[src/common/sys86_consts.svh]
`ifndef SYS86_CONSTS_SVH
`define SYS86_CONSTS_SVH

////////////////////
// pixel clock
////////////////////

// 48 MHz master down to 6 MHz dots
`define SYS86_PIX_DIV 8

////////////////////
// horizontal timing in pixels
////////////////////

`define SYS86_H_TOTAL 384
`define SYS86_H_ACTIVE 288
`define SYS86_HSYNC_START 304
`define SYS86_HSYNC_LEN 32

////////////////////
// vertical timing in lines
////////////////////

`define SYS86_V_TOTAL 264
`define SYS86_V_ACTIVE 224
`define SYS86_VSYNC_START 240
`define SYS86_VSYNC_LEN 3

// bank bit on top of the 8 bit dot index
`define SYS86_PAL_ADDR_W 9

`endif

[src/common/sys86_pkg.sv]
`include "sys86_consts.svh"

package sys86_pkg;

	// colour index from the tile and sprite mixer
	typedef logic [7:0] dot_t;

	// one 4 bit colour channel
	typedef logic [3:0] nibble_t;

	// 3r prom word
	// red in the low nibble, green above it
	typedef struct packed {
		nibble_t green;
		nibble_t red;
	} rg_entry_t;

	// 3s prom word
	// only the low nibble is wired to the blue dac
	typedef struct packed {
		logic [3:0] unused;
		nibble_t blue;
	} b_entry_t;

	// {bank, dot}
	typedef logic [`SYS86_PAL_ADDR_W-1:0] pal_addr_t;

	// frame boundary controller
	typedef enum logic [1:0] {
		ST_CLEAR,
		ST_SHOW,
		ST_PENDING
	} ctrl_state_t;

endpackage

[src/videogen/videogen_ctrl.sv]
module videogen_ctrl (
	input logic clk_48m,
	input logic rst_n,
	input logic frame_start,
	input logic bank_sel,
	input logic clear_req,
	output logic bank,
	output logic video_on
);

	import sys86_pkg::*;

	ctrl_state_t state;

	// requested setting differs from the applied one
	logic req_diff;
	// take the request on this clock
	logic apply;

	////////////////////
	// request compare
	////////////////////

	// video_on is the inverse of clear
	// so equal values mean a pending change
	assign req_diff = (bank_sel != bank) || (clear_req == video_on);

	// only ever on the frame boundary
	// and only for a request already noted as pending
	assign apply = frame_start && (state == ST_PENDING);

	////////////////////
	// state machine
	////////////////////

	always_ff @(posedge clk_48m) begin
		if (rst_n) begin
			state <= ST_CLEAR;
			bank <= 1'b0;
			video_on <= 1'b0;
		end else if (apply) begin
			bank <= bank_sel;
			video_on <= !clear_req;
			state <= clear_req ? ST_CLEAR : ST_SHOW;
		end else begin
			case (state)
				ST_CLEAR, ST_SHOW: begin
					// hold until the next boundary
					if (req_diff) begin
						state <= ST_PENDING;
					end
				end
				ST_PENDING: begin
					// request withdrawn before the boundary
					if (!req_diff) begin
						state <= video_on ? ST_SHOW : ST_CLEAR;
					end
				end
				default: begin
					state <= ST_CLEAR;
				end
			endcase
		end
	end

endmodule

[config.mk]
export PLATFORM = sky130hd
export DESIGN_NAME = videogen_ctrl
export DESIGN_NICKNAME = d
export VERILOG_FILES = /design/src/common/sys86_pkg.sv /design/src/videogen/videogen_ctrl.sv
export VERILOG_INCLUDE_DIRS = /design/src /design/src/common
export SDC_FILE = /design/constraint.sdc
export NUM_CORES = 1
export LEC_CHECK = 0
export ABC_AREA = 1
export BUFFER_PORTS_ARGS = -buffer_cell sky130_fd_sc_hd__clkbuf_2
export CAP_MARGIN = 5
export CORE_AREA = 2 2 39 41
export CTS_CLUSTER_DIAMETER = 80
export DETAILED_ROUTE_END_ITERATION = 16
export DIE_AREA = 0 0 41 43
export SLEW_MARGIN = 40
export SYNTH_ARGS = -nofsm -noshare
export SYNTH_HDL_FRONTEND = slang
export SYNTH_SLANG_ARGS = --single-unit
export TNS_END_PERCENT = 30
[constraint.sdc]
create_clock -name clk_48m -period 1.23 [get_ports clk_48m]
set_clock_uncertainty 0.2 [all_clocks]
set_input_delay 0.0615 -clock clk_48m [delete_from_list [all_inputs] [get_ports clk_48m]]
set_output_delay 0.0615 -clock clk_48m [all_outputs]
set_load 0.02 [all_outputs]
==> parameters.txt <==
Parameter                              Value

Route
  Iteration-0 DRC count of the detailed router    2
  Detailed-route DRC error count    0
  Average vias per placed instance    3.95
  First-pass DRT Iterations    2
  Routed vias    237
  Drt wl/cell    8.28 µm
  Wirelength, routed    497 µm
  Remaining number of nets flagged by the antenna check after routing    0

Timing
  Worst hold margin    0.291 ns
  Measured slew at the worst slew-check pin    0.196 ns
  Achievable Freq    858 MHz
  Final Hold Fails    0
  Final period utilization    0.948
  Shortest clock period the worst path allows after layout    1.17 ns
  Max-slew violation count    0
  Number of endpoints failing setup at the final stage    0
  Worst relative slew slack    0.868

Job
  Number of max-capacitance violations reported    0

Critical path
  Worst Path Max Fanout    4
  Critical setup path kind    input pin to flop
  Arrival time reported for the critical path endpoint    1.09 ns
  Endpoint required time on the critical path    1.16 ns
  Worst Setup End Kind    flop
  Critical path launch point type    input pin

CTS
  Number of clock buffers inserted by TritonCTS    3
  Post-CTS clock slew at the launch and capture registers of the worst setup and hold paths    0.04 ns
  CTS tree    done
  Clock Tree Buf Depth    2
  CTS sink cnt    4
  Total number of H-tree levels    1
  Number of buffers inserted by post-CTS setup repair    0
  Clock Latency Late Sink    0.23 ns
  Buffer cell driving the clock tree root    clkbuf_4

Synthesis
  Proportion of synthesized flip-flops having asynchronous set or reset    0
  Commonest cells post-synth    nand2_1 (11), inv_1 (5), dfxtp_1 (4)
  Top cells by area, synth    dfxtp_1 (36%), nand2_1 (19%), inv_1 (8.5%)
  Top_reg_cell synth    dfxtp_1
  Proportion of synthesized chip area in sequential cells    0.362
  Synthesized cell area    221 µm²
  Cell taking the most area after synthesis    dfxtp_1
  Syn Inst Count    33
  Syn. warnings    0
  Number of synthesized flops with an enable pin    0
  Total nets after synthesis    38
  Avg Cell Area, Syn    6.71 µm²
  Synth Register Bits    4
  Most common cell in the netlist    nand2_1
  Number of distinct standard cells referenced by the synthesized netlist    15
  Fraction of synthesized cell area taken by the top area cell type    0.362

Floorplan
  Number of placement rows    14
  DIE AREA    0.00176 mm²
  Core footprint    0.00138 mm²
  Number of top-level pins    7
  Width of the die    41 µm
  Starting density of the core    0.160
  Vert. Die Dim    43 µm

Power and ir drop
  Total Power Consumption    378 µW
  Leakage power figure    0.000148 µW
  IR Drop Worst-Case VDD    0.440 mV
  Power per Cell Area    1150 mW/mm²

Global route
  Global routing's busiest layer    met2
  Vias in the first global route    222
  Met1 capacity usage during global routing    0.0639
  Congestion Overflow GR    0
  Met2 layer usage reported by global route    0.0875
  Pin count of the biggest net entering global routing    6
  All-Layer GR Usage    0.0631
  First-pass GRT wire length    717 µm
  Number of antenna violations at the first check in global routing    0
  Met3 Resource Use GR    0.0628

Placed design
  Cell Area, Placed    272 µm²
  HPWL after DPL    347 µm
  Buffers on Ports    6
  Final RePlAce weighted congestion    0.680
  Number of placed instances with taps included    55

Hold path
  Hold crit path type    flop to flop

Final layout
  Non-filler instance count after layout    60
  Post-route cell area    329 µm²
  Antenna Cells    0
  Total of fill cells in the finished design    164
  Signed area change from the synthesized netlist to the final layout    48.6%
  Fraction of layout cells with a size suffix above 1    0.318
  Post-layout nets    51

Run status
  Status    finished, final reports clean
==> cell type report <==
class / instances / area (µm²) / share of cell area
Multi-Input combinational cell: 23 / 124 / 0.376
Clock buffer: 3 / 22.5 / 0.0684
Tap cell: 16 / 20.0 / 0.0608
Sequential cell: 4 / 80.1 / 0.243
Inverter: 6 / 22.5 / 0.0684
Timing Repair Buffer: 8 / 60.1 / 0.183
==> per-layer routing <==
layer,up-vias,share of wire
met4,0,0
li1,125,-
met5,-,0
met1,108,0.46
met2,4,0.49
met3,0,0.046
==> registers in the layout, indices dropped and copies added (netlist names) <==
signal and cells:
bank 1, state 2, video_on 1
==> placed cells by master (no fill, tap or decap), drive strengths merged <==
| cell | count |
|---|---|
| a211oi | 1 |
| a21oi | 2 |
| clkbuf | 7 |
| dfxtp | 4 |
| dlygate4sd3 | 4 |
| inv | 6 |
| nand2 | 12 |
| nand3 | 2 |
| nand4 | 1 |
| nor2 | 3 |
| nor3 | 1 |
| o21ai | 1 |
==> power by group <==
part           switching [µW]  internal (µW)
clock network            51.6            109
registers                6.16            139
logic                    42.6           29.7
total                     100            278
==> worst max-delay path, cell delays in order <==
cell,delay [ns]
dlygate4sd3_1,0.53
clkbuf_2,0.15
nor3_2,0.16
nand2_1,0.07
nand2_1,0.07
a21oi_2,0.05
==> stage by stage <==
stage / utilization / setup slack [ns] / setup TNS (ns)
CTS: 0.241 / 0.0119 / 0
global route: 0.238 / -0.000187 / -0.000187
global placement: 0.196 / 0.155 / 0
finish: 0.238 / 0.0639 / 0
floorplan: - / 0.0660 / 0
detailed placement: 0.196 / 0.118 / 0
==> cells by family after synthesis <==
| group | after synthesis | synth area share |
|---|---|---|
| AO/OA/AOI/OAI | 4 | 0.119 |
| buffers and inverters | 6 | 0.102 |
| flip-flops | 4 | 0.362 |
| AND/OR/NAND/NOR | 19 | 0.418 |
==> what timing repair did <==
action	in CTS	in global routing
setup endpoints to repair	0	2
gates resized for setup	0	2
hold buffers	4	0
endpoints found under the hold margin	4	0
==> final timing paths <==
path	startpoint	endpoint	slack, ns	cells past startpoint
max	frame_start	state[0]$_SDFFE_PP0P_	0.06	6
min reg2reg	bank$_SDFFE_PP0N_	bank$_SDFFE_PP0N_	0.29	2
max reg2reg	video_on$_SDFFE_PP0N_	state[0]$_SDFFE_PP0P_	0.12	7
min	bank$_SDFFE_PP0N_	bank$_SDFFE_PP0N_	0.29	2
No activity file was read; power rests on OpenSTA's default activity.
