[src/common/sys86_consts.svh]
`ifndef SYS86_CONSTS_SVH
`define SYS86_CONSTS_SVH

////////////////////
// pixel clock
////////////////////

// 48 MHz master down to 6 MHz dots
`define SYS86_PIX_DIV 8

////////////////////
// horizontal timing in pixels
////////////////////

`define SYS86_H_TOTAL 384
`define SYS86_H_ACTIVE 288
`define SYS86_HSYNC_START 304
`define SYS86_HSYNC_LEN 32

////////////////////
// vertical timing in lines
////////////////////

`define SYS86_V_TOTAL 264
`define SYS86_V_ACTIVE 224
`define SYS86_VSYNC_START 240
`define SYS86_VSYNC_LEN 3

// bank bit on top of the 8 bit dot index
`define SYS86_PAL_ADDR_W 9

`endif

[src/timing/video_timing.sv]
`include "sys86_consts.svh"

module video_timing (
	input logic clk_48m,
	input logic rst_n,
	output logic pix_en,
	output logic [$clog2(`SYS86_H_TOTAL)-1:0] h_count,
	output logic [$clog2(`SYS86_V_TOTAL)-1:0] v_count,
	output logic hsync_n,
	output logic vsync_n,
	output logic hblank_n,
	output logic vblank_n,
	output logic comp_sync_n,
	output logic frame_start
);

	localparam int HW = $clog2(`SYS86_H_TOTAL);
	localparam int VW = $clog2(`SYS86_V_TOTAL);

	localparam logic [2:0] DIV_LAST = 3'(`SYS86_PIX_DIV - 1);

	localparam logic [HW-1:0] H_LAST = HW'(`SYS86_H_TOTAL - 1);
	localparam logic [HW-1:0] H_ACT = HW'(`SYS86_H_ACTIVE);
	localparam logic [HW-1:0] HS_BEG = HW'(`SYS86_HSYNC_START);
	localparam logic [HW-1:0] HS_END = HW'(`SYS86_HSYNC_START + `SYS86_HSYNC_LEN);

	localparam logic [VW-1:0] V_LAST = VW'(`SYS86_V_TOTAL - 1);
	localparam logic [VW-1:0] V_ACT = VW'(`SYS86_V_ACTIVE);
	localparam logic [VW-1:0] V_ACT_LAST = VW'(`SYS86_V_ACTIVE - 1);
	localparam logic [VW-1:0] VS_BEG = VW'(`SYS86_VSYNC_START);
	localparam logic [VW-1:0] VS_END = VW'(`SYS86_VSYNC_START + `SYS86_VSYNC_LEN);

	logic [2:0] div;
	logic h_last;

	////////////////////
	// 6 MHz pixel enable
	////////////////////

	// pix_en registered off the last divider step
	// first pulse lands 8 clocks out of reset
	always_ff @(posedge clk_48m) begin
		if (rst_n) begin
			div <= '0;
			pix_en <= 1'b0;
		end else begin
			div <= (div == DIV_LAST) ? '0 : div + 1'b1;
			pix_en <= (div == DIV_LAST);
		end
	end

	////////////////////
	// pixel and line counters
	////////////////////

	assign h_last = (h_count == H_LAST);

	always_ff @(posedge clk_48m) begin
		if (rst_n) begin
			h_count <= '0;
			v_count <= '0;
		end else if (pix_en) begin
			if (h_last) begin
				h_count <= '0;
				// line wraps after the last vblank line
				v_count <= (v_count == V_LAST) ? '0 : v_count + 1'b1;
			end else begin
				h_count <= h_count + 1'b1;
			end
		end
	end

	////////////////////
	// sync and blank decode
	////////////////////

	// straight off the counters
	// counters at 0 leave everything inactive
	assign hblank_n = (h_count < H_ACT);
	assign hsync_n = !((h_count >= HS_BEG) && (h_count < HS_END));
	assign vblank_n = (v_count < V_ACT);
	assign vsync_n = !((v_count >= VS_BEG) && (v_count < VS_END));

	// either sync low pulls composite low
	assign comp_sync_n = hsync_n & vsync_n;

	// the step from the last visible line into the first blank one
	assign frame_start = pix_en && h_last && (v_count == V_ACT_LAST);

endmodule

[config.mk]
export PLATFORM = sky130hd
export DESIGN_NAME = video_timing
export DESIGN_NICKNAME = d
export VERILOG_FILES = /design/src/timing/video_timing.sv
export VERILOG_INCLUDE_DIRS = /design/src /design/src/common
export SDC_FILE = /design/constraint.sdc
export NUM_CORES = 1
export LEC_CHECK = 0
export BUFFER_PORTS_ARGS = -buffer_cell sky130_fd_sc_hd__buf_2
export CORE_MARGIN = 2
export CORE_UTILIZATION = 25
export CTS_CLUSTER_SIZE = 25
export DETAILED_ROUTE_END_ITERATION = 16
export GPL_TIMING_DRIVEN = 0
export HOLD_SLACK_MARGIN = 0.02
export PLACE_DENSITY = 0.47
export SYNTH_ARGS = -nofsm -noshare
export SYNTH_HDL_FRONTEND = slang
export SYNTH_SLANG_ARGS = --single-unit
[constraint.sdc]
create_clock -name clk_48m -period 1.6 [get_ports clk_48m]
set_input_delay 0 -clock clk_48m [delete_from_list [all_inputs] [get_ports clk_48m]]
set_output_delay 0 -clock clk_48m [all_outputs]
set_load 0.05 [all_outputs]
==> run metrics, run 1 <==
status=complete, no violations; main flop type after synthesis=dfxtp_1; pins over their slew limit=0; Final Cycle Share=0.970; clk buf depth=2; Cell Area, Synth=1100 µm²; Cell Area, Placed=1370 µm²; root buf cell=clkbuf_8; largest net degree at the start of global routing=14; Initial Utilization=0.256; Fin. Hold Viols=0; total CTS buffers=3; Iter 0 DRT Violations=84; Synth area leader=dfxtp_1; DR vias/cell=4.83; n_diodes=0; CP Class=reg2reg; DRT Pass-1 Iters=3; hold slack final=435 ps; min-delay worst type=reg2reg; top cell type's share of synthesized area=0.400; first-pass GRT wire length=4490 µm; initial antenna violation count=0; top cells by count, synth=dfxtp_1, nand2_1, nor2_1; Die W=70.4 µm; number of global-route vias before repair=949; Die H=70.4 µm; Worst Tran Pin Value=525 ps; Core Rows=24; Finished Core Util=0.373; Final Wtd Congestion=0.824; Pwr Total=1.10 mW; clock-pin transition on the worst setup and hold timing paths=90 ps; most common cell in the netlist=dfxtp_1; Critical Path Fanout Max=6; Routed wire per std cell=12.8 µm; CP Capture Type=flip-flop; Synth Instances=125; total grt overflow=0; CTS tree=done; placed insts=203; DRC Markers=0; Area growth syn-to-layout=45.6%; gr usage total=0.112; number of port buffers=26; Synth async-reset ratio=0; power per cell area=683 nW/µm²; via count=1053; DP Wirelength=1960 µm; startpoint types=flip-flop; Area contributors post-synth=dfxtp_1, nand2_1, xor2_1; Seq cells post-synth=22; final std cells w/o fill=218; Avg Inst Size Synth=8.81 µm²; CTS H-tree depth=1; layout cells sized above 1=0.494; Max Cap Viol=0; final wirelength=2800 µm; clock skew=13.0 ps; syn_nets=131; Post-DRT Antenna Nets=0; P_leak=0.624 nW; sequential area share after synthesis=0.400; NumNets Final=173; Period minus WS final=1550 ps; Critical Path RT=1810 ps; Setup-failing EPs final=0; die area=4950 µm²; Yosys warnings=0; Peak VDD IR=0.000393 V; I/O pins=27; Unique masters post-synth=35; CTS Sinks=22; core area=4290 µm²; clock network latency to the later pin of the worst-skew pair=270 ps; data arrival time of the critical path=1760 ps; EDFF count, synth=0; post-route cell area=1600 µm²; worst rel slew slack=0.647; fmax=644 MHz
-- stage by stage --
stage,worst slack [ps],TNS (ps)
finish,47.8,0
global route,-10.8,-10.8
CTS,8.16,0
detailed placement,-59.8,-80.5
global placement,-43.9,-60.2
floorplan,-26.8,-26.8
-- worst paths after layout --
kind / startpoint / end / slack (ps) / depth (start not counted)
hold / removal: div[0] / div[0] / 430 / 1
hold reg to reg: div[0] / div[0] / 430 / 1
setup reg to reg: h_count[1] / v_count[6] / 50 / 6
setup / recovery: h_count[1] / v_count[6] / 50 / 6
-- cells in the final DEF, fill, tap and decap left out, drive strengths merged, types with 3 or more instances in the layout --
cell	synthesis	layout
xor2	6	6
nand4b	3	3
nand2	15	15
nor3	4	4
buf	3	40
clkbuf	2	4
ha	4	4
a21oi	10	10
dfxtp	22	22
nor2	11	11
and3	4	4
o21ai	6	6
nand4	5	5
nand3	4	4
-- routing by layer --
metal / track usage / vias up / wire length, µm
li1: - / 540 / -
met1: 0.146 / 496 / 1340
met2: 0.174 / 13 / 1330
met3: 0.0260 / 4 / 89
met4: 0.0513 / 0 / 35
met5: 0 / - / 0
-- registers in the layout, indices dropped and copies added (netlist names) --
name	cells
h_count	9
v_count	9
div	3
pix_en	1
-- cells by family after synthesis --
family	count (synthesis)	synth area share
simple gates	63	0.338
compound gates	22	0.113
buf+inv	5	0.0307
mux	2	0.0182
xor+xnor	7	0.0557
flops	22	0.400
fa+ha+maj	4	0.0455
-- layout make-up --
class                   count  area [µm²]
fillers                   457        2690
multi-input cells          98         707
repair buffers             38         241
clock inverters             1        30.0
flip-flops and latches     22         480
plain buffers               4        37.5
clock buffers               3        41.3
well taps                  52        65.1
-- report_power, final --
group          total (mW)  internal [mW]  switching [mW]  leakage [nW]
Clock               0.525          0.334           0.191        0.0357
Sequential          0.544          0.542         0.00283         0.189
Combinational      0.0253         0.0108          0.0144         0.399
-- what timing repair did --
action / CTS / global route
hold endpoints to repair: 2 / 0
setup buffers: 1 / 10
resized for setup: 4 / 11
setup endpoints to repair: 6 / 6
hold buffers: 1 / 0
pin swaps: 0 / 5
-- critical path, cell delays in order, from the launching register on --
cell and delay (ps):
dfxtp_4 390, ha_4 140, and3b_2 210, nand3_4 100
buf_8 150, or3_1 360, a21oi_2 130
No activity file was read; power rests on OpenSTA's default activity.
==> run 2: changes to the inputs <==
Settings changed: CORE_UTILIZATION 25 to 30, PLACE_DENSITY 0.47 to 0.54.
==> run 2 against run 1 <==
Final area shrank 3.3%. Largest power group unchanged. Power grew 0.31%. Final cell count shrank 4.1%. Routed wire length shrank 1.5%. Critical endpoint is now v_count[4]. Highest routed layer unchanged. Largest cell class unchanged. Register-to-register slack is essentially flat.
==> run metrics, run 2 (same netlist as run 1, synthesis figures left out) <==
status=complete, no violations (unchanged); unrepaired setup endpoints after global routing=true; final wirelength=2760 µm (was 2800 µm); startpoint types=flip-flop (unchanged); largest net degree at the start of global routing=14 (unchanged); multi-input logic area=713 µm² (was 707 µm²); total CTS buffers=3 (unchanged); commonest non-fill, non-tap cell in the layout=buf_2 (unchanged); Fin. Hold Viols=0 (unchanged); WL met2=1350 µm (was 1330 µm); Peak VDD IR=0.000295 V (was 0.000393 V); Die H=64.6 µm (was 70.4 µm); DR vias/cell=5.14 (was 4.83); Pwr Total=1.10 mW (about the same); Core Rows=22 (was 24); gr usage total=0.134 (was 0.112); CTS H-tree depth=1 (unchanged); clock skew=4.10 ps (was 13.0 ps); Critical Path RT=1800 ps (was 1810 ps); initial antenna violation count=0 (unchanged); register-to-register setup slack=40 ps (was 50 ps); Routed wire per std cell=13.2 µm (was 12.8 µm); Hold Path Cell Cnt=1 (unchanged); Setup-failing EPs final=0 (unchanged); core area=3610 µm² (was 4290 µm²); Initial Utilization=0.305 (was 0.256); layout cells sized above 1=0.484 (was 0.494); RR Endpoint=v_count[4] (was v_count[6]); total grt overflow=0 (unchanged); clock network latency to the later pin of the worst-skew pair=270 ps (about the same); clock-pin transition on the worst setup and hold timing paths=80 ps (was 90 ps); n_diodes=0 (unchanged); die area=4170 µm² (was 4950 µm²); Area growth syn-to-layout=40.8% (was 45.6%); clk buf depth=2 (unchanged); Final Cycle Share=0.977 (was 0.970); worst rel slew slack=0.628 (was 0.647); crit path from=v_count[0] (was h_count[1]); CP Capture Type=flip-flop (unchanged); Finished Core Util=0.430 (was 0.373); power per cell area=709 nW/µm² (was 683 nW/µm²); CTS Sinks=22 (unchanged); Post-DRT Antenna Nets=0 (unchanged); Max Cap Viol=0 (unchanged); number of global-route vias before repair=965 (was 949); Max Used Layer=met4 (unchanged); DRC Markers=0 (unchanged); met1 WL=1260 µm (was 1340 µm); Die W=64.6 µm (was 70.4 µm); top flop regs=h_count x9, v_count x9, div x3 (unchanged); worst reg2reg startpoint=v_count[0] (was h_count[1]); final std cells w/o fill=209 (was 218); fmax=640 MHz (was 644 MHz); Final Wtd Congestion=0.785 (was 0.824); first-pass GRT wire length=4460 µm (was 4490 µm); number of port buffers=26 (unchanged); DRT Pass-1 Iters=4 (was 3); CTS tree=done (unchanged); crit path to=v_count[4] (was v_count[6]); Iter 0 DRT Violations=61 (was 84); via count=1074 (was 1053); P_leak=0.591 nW (was 0.624 nW); met3 routed WL=113 µm (was 89 µm); NumNets Final=168 (was 173); placed insts=199 (was 203); pins over their slew limit=0 (unchanged); FF/Latch Area=480 µm² (unchanged); CP Class=reg2reg (unchanged); root buf cell=clkbuf_8 (unchanged); min-delay worst type=reg2reg (unchanged); fillcell total=364 (was 457); DP Wirelength=1840 µm (was 1960 µm); Critical Path Fanout Max=6 (unchanged); most frequent cells in the layout=buf_2, nand2_1, dfxtp_2 (was buf_2, nand2_1, buf_4, dfxtp_2, nor2_1); Worst Tran Pin Value=553 ps (was 525 ps); I/O pins=27 (unchanged); Period minus WS final=1560 ps (was 1550 ps); data arrival time of the critical path=1760 ps (about the same); min-delay src=div[0] (unchanged); worst-case reg-to-reg path depth=5 (was 6)
-- run 2: per-layer routing --
layer | vias up | GRT usage
met5 | - | 0
li1 | 528 | -
met3 | 5 | 0.0278
met1 | 517 | 0.172
met2 | 24 | 0.224
met4 | 0 | 0.0479
-- run 2: what timing repair did --
| action | in CTS | in global routing |
|---|---|---|
| pin swaps | 0 | 10 |
| resized for setup | 5 | 11 |
| hold endpoints to repair | 2 | 0 |
| endpoints found under the setup margin | 3 | 10 |
| buffers inserted | 0 | 6 |
| hold buffers | 1 | 0 |
-- run 2: per-stage QoR --
stage	cell area [µm²]	hold slack, ps	setup TNS (ps)	worst slack (ps)
CTS	1460	443	-1.67	-1.67
finish	1550	444	0	36.3
floorplan	1170	64.2	-26.8	-26.8
detailed placement	1370	223	-109	-61.8
global route	1550	467	-12.6	-12.6
global placement	1370	220	-45.0	-29.6
-- run 2: layout make-up --
cell class / instances / area share
plain buffers: 4 / 0.0218
clock buffers: 3 / 0.0266
clock inverters: 1 / 0.0194
multi-input cells: 98 / 0.460
flip-flops and latches: 22 / 0.310
well taps: 48 / 0.0387
repair buffers: 33 / 0.123
-- run 2: worst min path at each step --
| stage | end | slack, ps |
|---|---|---|
| after floorplan | pix_en | 60 |
| after global placement | pix_en | 220 |
| after detailed placement | pix_en | 220 |
| after CTS | div[0] | 440 |
| after global routing | pix_en | 470 |
| final | div[0] | 440 |
-- run 2: where the power goes --
group | internal [mW] | switching (mW)
clock network | 0.334 | 0.194
registers | 0.542 | 0.00278
logic | 0.0107 | 0.0145
-- run 2: critical path, cell delays in order (launching register included) --
cell	delay, ps
dfxtp_4	370
ha_4	170
and4b_2	250
nand2_4	100
or4b_4	460
a21oi_2	140
